### src/rtl/cart_settings.svh
// Shared widths and constants for the cartridge loader
// Download stream, mask and SD sector sizes
// Header byte locations for each forced mapping
// Defaults used when the header gives nothing usable

`ifndef CART_SETTINGS_SVH
`define CART_SETTINGS_SVH

// Download stream
`define CART_ADDR_W         25
`define CART_DATA_W         16
`define CART_CODE_INDEX     8'hFF

// Cartridge memory masks and SD image
`define CART_MASK_W         24
`define CART_LBA_W          32
`define CART_SECTOR_SHIFT   9

// Cheat code word, four 32-bit fields plus the load bit
`define CART_CODE_W         129
`define CART_FIELD_W        ((`CART_CODE_W - 1) / 4)

// Copier header in front of the ROM image
`define CART_HDR_OFFSET     24'h000200

// Size byte per mapping, copier offset included; RAM size byte is 2 above
`define CART_LOROM_HDR      (24'h007FD6 + `CART_HDR_OFFSET)
`define CART_HIROM_HDR      (24'h00FFD6 + `CART_HDR_OFFSET)
`define CART_EXHIROM_HDR    (24'h40FFD6 + `CART_HDR_OFFSET)

`define CART_DEFAULT_ROM_SIZE 4'hC

`endif
### src/rtl/cart_pkg.sv
// Types shared by the cartridge loader blocks
// Header detection mode, backup transfer state, cheat word slots

package cart_pkg;

	// ROM header handling, matches the menu option order
	typedef enum logic [2:0] {
		HDR_AUTO    = 3'd0,
		HDR_NONE    = 3'd1,
		HDR_LOROM   = 3'd2,
		HDR_HIROM   = 3'd3,
		HDR_EXHIROM = 3'd4
	} header_mode_t;

	// Backup RAM transfer
	typedef enum logic {
		BK_IDLE     = 1'b0,
		BK_TRANSFER = 1'b1
	} bk_state_t;

	// Word positions inside one cheat download record
	typedef enum logic [2:0] {
		FLAGS_LO = 3'd0,
		FLAGS_HI = 3'd1,
		ADDR_LO  = 3'd2,
		ADDR_HI  = 3'd3,
		CMP_LO   = 3'd4,
		CMP_HI   = 3'd5,
		REPL_LO  = 3'd6,
		REPL_HI  = 3'd7
	} code_slot_t;

endpackage

### src/rtl/cart_loader_top.sv
// Cartridge loader top level
// Splits the host download into cartridge and cheat code streams
// Header detection, cheat assembly and backup RAM sequencing
// User LED for loading and unsaved backup writes

`timescale 1ns/1ps

`include "cart_settings.svh"

module cart_loader_top import cart_pkg::*; (
	input  logic                       clk_sys,
	input  logic                       reset,
	input  logic                       ioctl_download,
	input  logic [7:0]                 ioctl_index,
	input  logic                       ioctl_wr,
	input  logic [`CART_ADDR_W-1:0]    ioctl_addr,
	input  logic [`CART_DATA_W-1:0]    ioctl_dout,
	input  header_mode_t               header_mode,
	input  logic                       img_mounted,
	input  logic                       img_readonly,
	input  logic                       img_size_nonzero,
	input  logic                       bsram_write,
	input  logic                       osd_open,
	input  logic                       load_req,
	input  logic                       save_req,
	input  logic                       autosave,
	input  logic                       sd_ack,
	output logic [7:0]                 rom_type,
	output logic                       rom_region,
	output logic [`CART_MASK_W-1:0]    rom_mask,
	output logic [`CART_MASK_W-1:0]    ram_mask,
	output logic [`CART_FIELD_W-1:0]   code_flags,
	output logic [`CART_FIELD_W-1:0]   code_addr,
	output logic [`CART_FIELD_W-1:0]   code_compare,
	output logic [`CART_FIELD_W-1:0]   code_replace,
	output logic                       code_load,
	output logic                       code_reset,
	output logic [`CART_LBA_W-1:0]     sd_lba,
	output logic                       sd_rd,
	output logic                       sd_wr,
	output logic                       bk_busy,
	output logic                       bk_loading,
	output logic                       bk_pending,
	output logic                       bk_enabled,
	output logic                       led_user
);

	logic code_index;
	logic code_download;
	logic cart_download;

	// The all-ones index carries cheat codes, anything else is a cartridge
	assign code_index    = ioctl_index == `CART_CODE_INDEX;
	assign code_download = ioctl_download & code_index;
	assign cart_download = ioctl_download & ~code_index;

	assign led_user = cart_download | (autosave & bk_pending);

	rom_header_detect rom_header_detect_i (
		.clk_sys       (clk_sys),
		.reset         (reset),
		.cart_download (cart_download),
		.ioctl_wr      (ioctl_wr),
		.ioctl_addr    (ioctl_addr),
		.ioctl_dout    (ioctl_dout),
		.header_mode   (header_mode),
		.rom_type      (rom_type),
		.rom_region    (rom_region),
		.rom_mask      (rom_mask),
		.ram_mask      (ram_mask)
	);

	cheat_code_assembler cheat_code_assembler_i (
		.clk_sys       (clk_sys),
		.reset         (reset),
		.code_download (code_download),
		.cart_download (cart_download),
		.ioctl_wr      (ioctl_wr),
		.ioctl_addr    (ioctl_addr),
		.ioctl_dout    (ioctl_dout),
		.code_flags    (code_flags),
		.code_addr     (code_addr),
		.code_compare  (code_compare),
		.code_replace  (code_replace),
		.code_load     (code_load),
		.code_reset    (code_reset)
	);

	backup_sequencer backup_sequencer_i (
		.clk_sys          (clk_sys),
		.reset            (reset),
		.cart_download    (cart_download),
		.img_mounted      (img_mounted),
		.img_readonly     (img_readonly),
		.img_size_nonzero (img_size_nonzero),
		.ram_mask         (ram_mask),
		.bsram_write      (bsram_write),
		.osd_open         (osd_open),
		.load_req         (load_req),
		.save_req         (save_req),
		.autosave         (autosave),
		.sd_ack           (sd_ack),
		.sd_lba           (sd_lba),
		.sd_rd            (sd_rd),
		.sd_wr            (sd_wr),
		.bk_busy          (bk_busy),
		.bk_loading       (bk_loading),
		.bk_pending       (bk_pending),
		.bk_enabled       (bk_enabled)
	);

endmodule

### src/rtl/backup_sequencer.sv
// Backup RAM transfer to and from the SD image
// Enable from the mounted image and the cartridge RAM mask
// Pending-write tracking for autosave
// Sector-by-sector load and save over the sd_ack rise/fall protocol

`timescale 1ns/1ps

`include "cart_settings.svh"

module backup_sequencer import cart_pkg::*; (
	input  logic                     clk_sys,
	input  logic                     reset,
	input  logic                     cart_download,
	input  logic                     img_mounted,
	input  logic                     img_readonly,
	input  logic                     img_size_nonzero,
	input  logic [`CART_MASK_W-1:0]  ram_mask,
	input  logic                     bsram_write,
	input  logic                     osd_open,
	input  logic                     load_req,
	input  logic                     save_req,
	input  logic                     autosave,
	input  logic                     sd_ack,
	output logic [`CART_LBA_W-1:0]   sd_lba,
	output logic                     sd_rd,
	output logic                     sd_wr,
	output logic                     bk_busy,
	output logic                     bk_loading,
	output logic                     bk_pending,
	output logic                     bk_enabled
);

	bk_state_t               state;
	logic                    old_download;
	logic                    old_load;
	logic                    old_save;
	logic                    old_ack;
	logic                    save_trig;
	logic                    auto_load;
	logic                    load_rise;
	logic                    save_rise;
	logic                    start;
	logic                    start_load;
	logic                    ack_rise;
	logic                    ack_fall;
	logic [`CART_LBA_W-1:0]  last_lba;
	logic                    last_sector;
	logic                    advance;

	//======================================================================
	// Transfer triggers
	//======================================================================

	// Manual save, or autosave once the menu is open with writes pending
	assign save_trig = save_req | (autosave & bk_pending & osd_open);

	assign auto_load  = old_download & ~cart_download & img_size_nonzero & bk_enabled;
	assign load_rise  = load_req & ~old_load & bk_enabled;
	assign save_rise  = save_trig & ~old_save & bk_enabled;
	assign start_load = auto_load | load_rise;
	assign start      = (state == BK_IDLE) & (start_load | save_rise);

	assign ack_rise = sd_ack & ~old_ack;
	assign ack_fall = old_ack & ~sd_ack;

	// Image holds one sector per 512 bytes of cartridge RAM
	assign last_lba = {{(`CART_LBA_W - `CART_MASK_W){1'b0}}, ram_mask >> `CART_SECTOR_SHIFT};
	assign last_sector = sd_lba >= last_lba;
	assign advance     = (state == BK_TRANSFER) & ack_fall & ~last_sector;

	assign bk_busy = state == BK_TRANSFER;

	always_ff @(posedge clk_sys) begin
		if (!reset) begin
			old_download <= 1'b0;
			old_load     <= 1'b0;
			old_save     <= 1'b0;
			old_ack      <= 1'b0;
		end else begin
			old_download <= cart_download;
			old_load     <= load_req;
			old_save     <= save_trig;
			old_ack      <= sd_ack;
		end
	end

	//======================================================================
	// Enable and pending writes
	//======================================================================

	always_ff @(posedge clk_sys) begin
		if (!reset) begin
			bk_enabled <= 1'b0;
		end else begin
			if (!old_download && cart_download)
				bk_enabled <= 1'b0;
			// Save file is mounted by the end of the download
			if (cart_download && img_mounted && !img_readonly)
				bk_enabled <= |ram_mask;
		end
	end

	always_ff @(posedge clk_sys) begin
		if (!reset)
			bk_pending <= 1'b0;
		else if (bk_enabled && !osd_open && bsram_write)
			bk_pending <= 1'b1;
		else if (start)
			bk_pending <= 1'b0;
	end

	//======================================================================
	// Sector sequencing
	//======================================================================

	always_ff @(posedge clk_sys) begin
		if (start)
			sd_lba <= '0;
		else if (advance)
			sd_lba <= sd_lba + 1'b1;
	end

	always_ff @(posedge clk_sys) begin
		if (!reset) begin
			state      <= BK_IDLE;
			bk_loading <= 1'b0;
			sd_rd      <= 1'b0;
			sd_wr      <= 1'b0;
		end else begin
			// Host has taken the request
			if (ack_rise) begin
				sd_rd <= 1'b0;
				sd_wr <= 1'b0;
			end

			case (state)
				BK_IDLE: begin
					if (start) begin
						state      <= BK_TRANSFER;
						bk_loading <= start_load;
						sd_rd      <= start_load;
						sd_wr      <= ~start_load;
					end
				end
				BK_TRANSFER: begin
					if (ack_fall) begin
						if (last_sector) begin
							state      <= BK_IDLE;
							bk_loading <= 1'b0;
						end else begin
							sd_rd <= bk_loading;
							sd_wr <= ~bk_loading;
						end
					end
				end
				default: state <= BK_IDLE;
			endcase
		end
	end

	sd_req_exclusive: assert property (
		@(posedge clk_sys) disable iff (!reset)
		!(sd_rd && sd_wr)
	);

endmodule

### src/rtl/cheat_code_assembler.sv
// Cheat code assembly from the code download
// Eight 16-bit words fill flags, address, compare and replace
// One-cycle load strobe after the last word, reset request for the engine

`timescale 1ns/1ps

`include "cart_settings.svh"

module cheat_code_assembler import cart_pkg::*; (
	input  logic                       clk_sys,
	input  logic                       reset,
	input  logic                       code_download,
	input  logic                       cart_download,
	input  logic                       ioctl_wr,
	input  logic [`CART_ADDR_W-1:0]    ioctl_addr,
	input  logic [`CART_DATA_W-1:0]    ioctl_dout,
	output logic [`CART_FIELD_W-1:0]   code_flags,
	output logic [`CART_FIELD_W-1:0]   code_addr,
	output logic [`CART_FIELD_W-1:0]   code_compare,
	output logic [`CART_FIELD_W-1:0]   code_replace,
	output logic                       code_load,
	output logic                       code_reset
);

	logic       code_wr;
	code_slot_t slot;

	// Byte addressed stream, so the word slot sits in bits 3..1
	assign code_wr = code_download & ioctl_wr & ~ioctl_addr[0];
	assign slot    = code_slot_t'(ioctl_addr[3:1]);

	// New cartridge or first word of a new code list drops stored codes
	assign code_reset = cart_download | (code_download & ioctl_wr & (ioctl_addr == '0));

	always_ff @(posedge clk_sys) begin
		if (code_wr) begin
			case (slot)
				FLAGS_LO: code_flags[15:0]    <= ioctl_dout;
				FLAGS_HI: code_flags[31:16]   <= ioctl_dout;
				ADDR_LO:  code_addr[15:0]     <= ioctl_dout;
				ADDR_HI:  code_addr[31:16]    <= ioctl_dout;
				CMP_LO:   code_compare[15:0]  <= ioctl_dout;
				CMP_HI:   code_compare[31:16] <= ioctl_dout;
				REPL_LO:  code_replace[15:0]  <= ioctl_dout;
				REPL_HI:  code_replace[31:16] <= ioctl_dout;
				default:  ;
			endcase
		end
	end

	// Last word completes the code
	always_ff @(posedge clk_sys) begin
		if (!reset)
			code_load <= 1'b0;
		else
			code_load <= code_wr && slot == REPL_HI;
	end

	code_load_single: assert property (
		@(posedge clk_sys) disable iff (!reset)
		code_load |=> !code_load
	);

endmodule

### src/rtl/rom_header_detect.sv
// ROM header detection
// Mapping type and region from the first words of the download
// ROM and RAM size nibbles, auto or from the forced mapping header
// Registered ROM and RAM address masks

`timescale 1ns/1ps

`include "cart_settings.svh"

module rom_header_detect import cart_pkg::*; (
	input  logic                      clk_sys,
	input  logic                      reset,
	input  logic                      cart_download,
	input  logic                      ioctl_wr,
	input  logic [`CART_ADDR_W-1:0]   ioctl_addr,
	input  logic [`CART_DATA_W-1:0]   ioctl_dout,
	input  header_mode_t              header_mode,
	output logic [7:0]                rom_type,
	output logic                      rom_region,
	output logic [`CART_MASK_W-1:0]   rom_mask,
	output logic [`CART_MASK_W-1:0]   ram_mask
);

	// Smallest mask unit is 1 KB
	localparam logic [`CART_MASK_W-1:0] mask_unit = 1024;

	logic                    hdr_wr;
	logic                    hdr_forced;
	logic [`CART_ADDR_W-1:0] hdr_addr;
	logic [3:0]              rom_size;
	logic [3:0]              ram_size;

	assign hdr_wr = cart_download & ioctl_wr;

	// Location of the size byte in the forced modes
	always_comb begin
		hdr_forced = 1'b1;
		hdr_addr   = '0;
		case (header_mode)
			HDR_LOROM:   hdr_addr = {1'b0, `CART_LOROM_HDR};
			HDR_HIROM:   hdr_addr = {1'b0, `CART_HIROM_HDR};
			HDR_EXHIROM: hdr_addr = {1'b0, `CART_EXHIROM_HDR};
			default:     hdr_forced = 1'b0;
		endcase
	end

	//======================================================================
	// Header fields
	//======================================================================

	always_ff @(posedge clk_sys) begin
		if (!reset) begin
			rom_type   <= 8'd0;
			rom_region <= 1'b0;
			rom_size   <= `CART_DEFAULT_ROM_SIZE;
			ram_size   <= 4'd0;
		end else if (hdr_wr) begin
			if (ioctl_addr == '0) begin
				rom_size <= `CART_DEFAULT_ROM_SIZE;
				ram_size <= 4'd0;
				// Auto mode trusts a nonzero size byte at the start
				if (header_mode == HDR_AUTO && ioctl_dout[7:0] != 8'd0) begin
					rom_size <= ioctl_dout[3:0];
					ram_size <= ioctl_dout[7:4];
				end
				case (header_mode)
					HDR_NONE,
					HDR_LOROM:   rom_type <= 8'd0;
					HDR_HIROM:   rom_type <= 8'd1;
					HDR_EXHIROM: rom_type <= 8'd2;
					default:     rom_type <= ioctl_dout[15:8];
				endcase
			end

			if (ioctl_addr == `CART_ADDR_W'(2))
				rom_region <= ioctl_dout[8];

			// Forced mapping reads the sizes from the internal header
			if (hdr_forced && ioctl_addr == hdr_addr)
				rom_size <= ioctl_dout[11:8];
			if (hdr_forced && ioctl_addr == hdr_addr + 2'd2)
				ram_size <= ioctl_dout[3:0];
		end
	end

	//======================================================================
	// Address masks
	//======================================================================

	// One cycle behind the size registers
	always_ff @(posedge clk_sys) begin
		rom_mask <= (mask_unit << rom_size) - 1'b1;
		if (ram_size != 4'd0)
			ram_mask <= (mask_unit << ram_size) - 1'b1;
		else
			ram_mask <= '0;
	end

	// ROM decoding downstream relies on a contiguous low mask
	rom_mask_contiguous: assert property (
		@(posedge clk_sys) disable iff (!reset)
		(rom_mask & (rom_mask + 1'b1)) == '0
	);

endmodule

### config.mk
export PLATFORM = sky130hd
export DESIGN_NAME = cart_loader_top
export DESIGN_NICKNAME = d
export VERILOG_FILES = /design/src/rtl/cart_pkg.sv /design/src/rtl/cart_loader_top.sv /design/src/rtl/backup_sequencer.sv /design/src/rtl/cheat_code_assembler.sv /design/src/rtl/rom_header_detect.sv
export VERILOG_INCLUDE_DIRS = /design/src /design/src/rtl
export SDC_FILE = /design/constraint.sdc
export NUM_CORES = 1
export LEC_CHECK = 0
export ABC_AREA = 1
export BUFFER_PORTS_ARGS = -buffer_cell sky130_fd_sc_hd__buf_2
export CAP_MARGIN = 30
export CORE_ASPECT_RATIO = 1.5
export CORE_MARGIN = 2
export CORE_UTILIZATION = 25
export CTS_CLUSTER_SIZE = 25
export DETAILED_ROUTE_END_ITERATION = 10
export SETUP_SLACK_MARGIN = 0.02
export SYNTH_ARGS = -nofsm -noshare
export SYNTH_HDL_FRONTEND = slang
export SYNTH_HIERARCHICAL = 1
export SYNTH_SLANG_ARGS = --single-unit
### constraint.sdc
create_clock -name clk_sys -period 2.25 [get_ports clk_sys]
set_input_delay 0.1125 -clock clk_sys [delete_from_list [all_inputs] [get_ports clk_sys]]
set_output_delay 0.1125 -clock clk_sys [all_outputs]
set_load 0.05 [all_outputs]
==> results of run 1 <==
==> registers in the layout, summed over array words and instances (netlist names), 4 cells and up <==
register                             count
cheat_code_assembler_i/code_flags       32
rom_header_detect_i/rom_size             4
backup_sequencer_i/sd_lba               32
rom_header_detect_i/ram_size             4
rom_header_detect_i/rom_mask            14
cheat_code_assembler_i/code_addr        32
rom_header_detect_i/ram_mask            15
cheat_code_assembler_i/code_replace     32
cheat_code_assembler_i/code_compare     32
rom_header_detect_i/rom_type             8
==> layer usage <==
layer	share of wire (%)	global-route usage, %	vias to the layer above
li1	-	-	3652
met1	39	15.8	3438
met2	53	25.9	254
met3	4.4	1.65	45
met4	3.1	5.59	0
met5	0	0	-
==> worst min-delay path by stage <==
| stage | end | slack, ns | cells past startpoint | startpoint |
|---|---|---|---|---|
| 2_1_floorplan | backup_sequencer_i/old_ack$_SDFF_PN0_ | 0.21 | 2 | sd_ack |
| 3_3_place_gp | backup_sequencer_i/old_load$_SDFF_PN0_ | 0.31 | 3 | load_req |
| 3_5_place_dp | backup_sequencer_i/old_load$_SDFF_PN0_ | 0.31 | 3 | load_req |
| 4_1_cts | cheat_code_assembler_i/code_addr[11]$_DFFE_PP_ | 0.004 | 1 | ioctl_dout[11] |
| 5_1_grt | cheat_code_assembler_i/code_addr[11]$_DFFE_PP_ | 0.02 | 1 | ioctl_dout[11] |
| 6_report | cheat_code_assembler_i/code_flags[27]$_DFFE_PP_ | 0.02 | 1 | ioctl_dout[11] |
==> where the power goes <==
part	internal, W	switching, W	total [W]
sequential	0.00424	0.0000323	0.00427
combinational	0.000191	0.000497	0.000688
clock	0.00205	0.00156	0.00362
total	0.00649	0.00209	0.00858
==> kinds of logic after synthesis <==
| group | count (synthesis) |
|---|---|
| DFF | 217 |
| xor gates and xnor gates | 12 |
| other | 1 |
| AOI/OAI and AO/OA | 75 |
| and+or+nand+nor | 422 |
| adders and majority gates | 18 |
| buffers and inverters | 167 |
==> critical path, cell delays in order, from the launching register on <==
cell     delay [ns]
dfxtp_1        0.32
inv_1          0.06
ha_1           0.32
nand2_1        0.09
nor2_1         0.04
nor2_1         0.09
nand3_1        0.16
nor3_4         0.24
and2_4         0.28
nand2_4        0.11
nand2_1        0.09
a21oi_1        0.06
==> timing repair <==
action                                 CTS  global route
resized for setup                        0             2
buffers inserted                         0             1
endpoints found under the hold margin  117             0
hold buffers                            25             0
setup endpoints to repair                0            13
==> final cells by class <==
class                      count  area share (%)
multi-input combinational    538            22.6
clock buffer                  28            4.99
clock inverter                14            1.02
tap                          478            4.94
inverter                     137            4.25
timing repair buffer         335            15.7
sequential                   217            46.5
==> through the flow <==
stage,total power (W),instances,hold slack [ns]
2_1_floorplan,0.00479,921,0.206
3_3_place_gp,0.00501,1678,0.310
6_report,0.00858,1747,0.0233
4_1_cts,0.00868,1745,0.00361
5_1_grt,0.00890,1747,0.0212
3_5_place_dp,0.00502,1678,0.308
==> cell usage after synthesis, drive strengths merged <==
library cell | count | area share [%]
nand2 | 175 | 7.9
nor2 | 138 | 6.4
inv | 136 | 5.7
edfxtp | 128 | 43
dfxtp | 89 | 20
nand3 | 59 | 3.6
a21oi | 47 | 2.8
buf | 27 | 2.4
o21ai | 26 | 1.4
nand4 | 25 | 1.8
ha | 18 | 2.5
nor3 | 10 | 0.61
nor4 | 9 | 0.62
xor2 | 7 | 0.68
xnor2 | 5 | 0.48
clkbuf | 3 | 0.12
and2 | 2 | 0.17
nor3b | 2 | 0.28
a21o | 1 | 0.083
clkinv | 1 | 0.042
conb | 1 | 0.042
nand3b | 1 | 0.083
o211ai | 1 | 0.083
or2 | 1 | 0.069
==> results.tsv, run 1 <==
metric	value	unit
initial antenna violation count	0	
Critical Path Fanout Max	10	
synth warn	6	
synthesis-to-finish area growth	34.0	%
Critical Path End Type	flip-flop	
fmax	0.506	GHz
clk buf depth	3	
n_diodes	0	
largest net degree at the start of global routing	26	
Reg area	0.00563	mm^2
Synth Area in Adders	2.49	%
number of synthesized register bits	217	
Slew Limit Fails	0	
max_slew headroom	62.2	%
drt pass-1 iters	5	
Worst-path clk slew	0.06	ns
Die H	237	um
number of max-cap violations	0	
GR Util All Layers	13.8	%
commonest non-fill, non-tap cell in the layout	buf_2	
Synth Area in Simple Gates	21.4	%
vias	7389	
CTS tree	built	
cell area after synthesis	0.00903	mm^2
Hold WC Path Type	in -> reg	
ANT nets after route	0	
Worst Path Arrival	2.37	ns
final WL	27000	um
PortBufs	280	
syn_area_per_cell	9.91	um^2
Final Hold Vio Count	0	
grt total ovfl	0	
Gate Count Post-Synth	912	
share of cells above drive strength 1	32.1	%
status	completed	
Tcrit/Tclk final	87.8	%
worst skew pair latency	0.51	ns
Via density	4.23	
total negative slack	0	ns
post-layout min period	1.98	ns
Placed Area	0.0111	mm^2
CP startpoint	rom_header_detect_i/ram_mask[23]$_SDFF_PN0_	
Clock Sinks	217	
Inserted Clock Buffers	23	
Synth Area in Compound Gates	4.38	%
CP startpoint kind	flip-flop	
P per Cell Area	709	mW/mm^2
DRC errors left	0	
Multi-input gate area	0.00274	mm^2
register area share after synthesis	62.3	%
core footprint	0.0357	mm^2
RSZ-0062 raised after global routing	no	
WL/cell	15.4	um
P_leak	5.29	nW
DP Worst Slack	0.190	ns
Die W	159	um
Setup violations, final	0	
count of cell types in the netlist	40	
worst slew pin tran	0.566	ns
Starting Density	25.3	%
post-synthesis xor/xnor area fraction	1.16	%
Clock Skew	0.0118	ns
die area	0.0377	mm^2
reg2reg end	backup_sequencer_i/sd_lba[9]$_SDFFE_PP0P_	
row count	85	
Post-DP HPWL	20400	um
largest family of logic cells by synthesized area	simple AND/OR/NAND/NOR gates	
Final #Nets	1335	
H-tree depth	1	
multiplexer share of the synthesized area	0	%
setup ws final	0.275	ns
Boundary Pins	291	
R2R Path Start	rom_header_detect_i/ram_mask[23]$_SDFF_PN0_	
clk root buf	clkbuf_16	
Filler Cell Count	3711	
flop-to-flop setup slack	0.27	ns
Critical Path End	backup_sequencer_i/sd_lba[9]$_SDFFE_PP0P_	
worst reg-to-reg path cell count	11	
vias in the first global route	7020	
worst setup path category	reg -> reg	
Detailed Route Iter0 Violations	452	
first-pass GRT wire length	40300	um
Final Util	33.9	%
RD Place Congestion	0.873	
Worst VDD drop	428	uV
Req. time, crit path	2.64	ns
commonest non-fill, non-tap cells in the layout	buf_2 (280), nand2_1 (160), edfxtp_1 (128), inv_1 (126), nor2_1 (115)	
post-route cell area	0.0121	mm^2
Power figures use the tool's default switching activity.
==> run 2, diff against run 1 <==
ABC_AREA = default   (was 1)
==> run 2 against run 1 <==
Compared with the run above:
- the run now ends with setup timing left
- non-clock buffer count up 40
- first-iteration DRC count down 50%
- clock-buffer cell count up 3
- highest routed layer unchanged
- area after synthesis down 7.6%
- global-route usage up 0.49 points
- largest cell class unchanged
- critical path depth down 2
- core utilization up 1.8 points
- maximum frequency down 16%
- critical path type unchanged
==> results.tsv, run 2 <==
metric	value	unit
worst skew pair latency	0.53	ns
Slew Limit Fails	0	
first-pass GRT wire length	38200	um
Starting Density	25.2	%
Synth Flop Type	edfxtp_1	
CP Depth	9	
register area share after synthesis	67.4	%
Synth Area in Compound Gates	9.74	%
largest family of logic cells by synthesized area	simple AND/OR/NAND/NOR gates	
status	finished with violations	
ANT nets after route	0	
count of cell types in the netlist	75	
syn_area_per_cell	12.9	um^2
most frequent cell after synthesis	edfxtp_1	
synthesis-to-finish area growth	41.7	%
total power	0.00826	W
CTS tree	built	
Critical Path Fanout Max	9	
cells taking the most area after synthesis	edfxtp_1 (46%), dfxtp_1 (21%), ha_1 (2.7%)	
number of synthesized register bits	217	
EDFF count, synth	128	
Tcrit/Tclk final	104	%
max_slew headroom	54.4	%
R2R Path Start	backup_sequencer_i/sd_lba[0]$_SDFFE_PP0P_	
P per Cell Area	698	mW/mm^2
commonest cells in the netlist	edfxtp_1 (128), dfxtp_1 (89), nand2_1 (44)	
P_leak	4.89	nW
Gate Count Post-Synth	646	
post-synthesis xor/xnor area fraction	0.525	%
Synth Area in Simple Gates	15.1	%
Hold Slack	0.0158	ns
Critical Path End	backup_sequencer_i/sd_lba[12]$_SDFFE_PP0P_	
die area	0.0349	mm^2
Critical Path Max Stage Delay	0.46	ns
vias	6627	
synth warn	6	
largest net degree at the start of global routing	24	
multiplexer share of the synthesized area	0.120	%
Req. time, crit path	2.71	ns
clk buf depth	3	
worst setup path category	reg -> reg	
initial antenna violation count	0	
Hold WC Path Type	in -> reg	
worst slew pin tran	0.683	ns
Buf/Inv on CP	2	
PortBufs	280	
commonest non-fill, non-tap cells in the layout	buf_2 (280), edfxtp_1 (128), dfxtp_1 (77), buf_4 (59), nand2_1 (44)	
GR Util All Layers	14.3	%
Multi-input gate area	0.00253	mm^2
Boundary Pins	291	
post-synth top area share	46.0	%
final std cells w/o fill	1453	
Final #Nets	1099	
flop-to-flop setup slack	-0.10	ns
WL/cell	18.2	um
row count	82	
Worst-path clk slew	0.07	ns
DRC errors left	0	
Setup violations, final	14	
Die H	228	um
setup ws final	-0.100	ns
core footprint	0.0331	mm^2
fmax	0.425	GHz
Synth Area in Adders	2.70	%
final WL	26400	um
RSZ-0062 raised after global routing	yes	
Final Hold Vio Count	0	
Worst Path Arrival	2.81	ns
H-tree depth	1	
CP cell instances	inv_2 -> ha_4 -> nand2b_4 -> a2111oi_4 -> a2111oi_2 -> or3_4 -> buf_6 -> or4_4 -> a21oi_2	
share of cells above drive strength 1	42.4	%
grt total ovfl	0	
Detailed Route Iter0 Violations	228	
post-layout min period	2.35	ns
failing checks	setup timing	
delay-heaviest family, CP	simple AND/OR/NAND/NOR gates	
Worst VDD drop	597	uV
cell area after synthesis	0.00835	mm^2
worst reg-to-reg path cell count	9	
Reg area	0.00565	mm^2
Via density	4.56	
Clock Skew	0.0134	ns
RD Place Congestion	0.781	
n_diodes	0	
commonest non-fill, non-tap cell in the layout	buf_2	
Post-DP HPWL	19500	um
clk root buf	clkbuf_16	
Crit-path slowest cell	or3_4	
Inserted Clock Buffers	23	
Critical Path End Type	flip-flop	
number of max-cap violations	0	
CP startpoint kind	flip-flop	
drt pass-1 iters	6	
Filler Cell Count	3242	
CP startpoint	backup_sequencer_i/sd_lba[0]$_SDFFE_PP0P_	
reg2reg end	backup_sequencer_i/sd_lba[12]$_SDFFE_PP0P_	
Synth async-reset ratio	0	%
DP Worst Slack	-0.194	ns
area leader, netlist	edfxtp_1	
Clock Sinks	217	
vias in the first global route	6519	
Die W	153	um
Inst Count DP	1380	
-- run 2: changes by cell type in the layout (fill, tap and decap cells not counted), moves of 12 or more --
cell	previous run	this run
nand3_1	55	15
buf_4	28	59
nand4_1	24	10
nand2_2	12	0
a21oi_1	45	24
nor2_1	115	30
and2_1	0	26
nand2_1	160	44
inv_1	126	31
nor2_2	19	3
-- run 2: timing repair --
item                       4_1_cts  5_1_grt
setup endpoints to repair       19       19
hold buffers                    28        0
resized for setup               12       13
pin swaps                        5        9
cloned                           0        1
hold endpoints to repair       141        0
buffers inserted                 2        0
-- run 2: final cells by class --
cell class	count	area share [%]
Sequential cell	217	47.7
Timing Repair Buffer	375	19.1
Multi-Input combinational cell	366	21.4
Tap cell	420	4.44
Clock inverter	11	0.920
Inverter	33	1.05
Clock buffer	31	5.37
-- run 2: report_power, final --
part | switching (W) | leakage, nW | total (W) | internal [W]
clock | 0.00162 | 0.365 | 0.00375 | 0.00213
combinational | 0.000199 | 2.65 | 0.000310 | 0.000111
sequential | 0.00000129 | 1.87 | 0.00420 | 0.00420
-- run 2: cell families (layout without fill, tap and decap cells) --
| group | Yosys count | in the layout |
|---|---|---|
| other | 1 | 10 |
| buffers and inverters | 72 | 450 |
| DFF | 217 | 217 |
| adders and majority gates | 18 | 18 |
| and+or+nand+nor | 218 | 218 |
| xor gates and xnor gates | 5 | 5 |
| AOI/OAI and AO/OA | 114 | 114 |
| muxes | 1 | 1 |
-- run 2: stage by stage --
step / util [%] / setup TNS, ns / area [um^2]
2_1_floorplan: - / -4.22 / 8470
3_3_place_gp: 32.2 / -1.43 / 10700
3_5_place_dp: 32.2 / -2.24 / 10700
4_1_cts: 35.4 / -0.845 / 11700
5_1_grt: 35.7 / -2.74 / 11800
6_report: 35.7 / -0.741 / 11800
-- run 2: how the worst min path moves through the flow --
stage	startpoint	to	slack (ns)	cells after the start
4_1_cts	img_readonly	backup_sequencer_i/bk_enabled$_SDFFE_PN0P_	0.02	5
5_1_grt	ioctl_dout[2]	cheat_code_assembler_i/code_addr[18]$_DFFE_PP_	0.02	2
3_3_place_gp	load_req	backup_sequencer_i/old_load$_SDFF_PN0_	0.34	2
3_5_place_dp	load_req	backup_sequencer_i/old_load$_SDFF_PN0_	0.35	2
6_report	ioctl_dout[2]	cheat_code_assembler_i/code_compare[18]$_DFFE_PP_	0.02	2
2_1_floorplan	reset	rom_header_detect_i/rom_size[2]$_SDFFE_PN1P_	0.20	1
-- run 2: metal layers --
metal | wire (um) | global-route usage [%] | share of wire [%] | vias up
met5 | 0 | 0 | 0 | -
met4 | 1030 | 6.37 | 3.9 | 0
li1 | - | - | - | 3134
met3 | 1270 | 2.30 | 4.8 | 54
met1 | 9660 | 15.1 | 37 | 3212
met2 | 14400 | 27.4 | 55 | 227
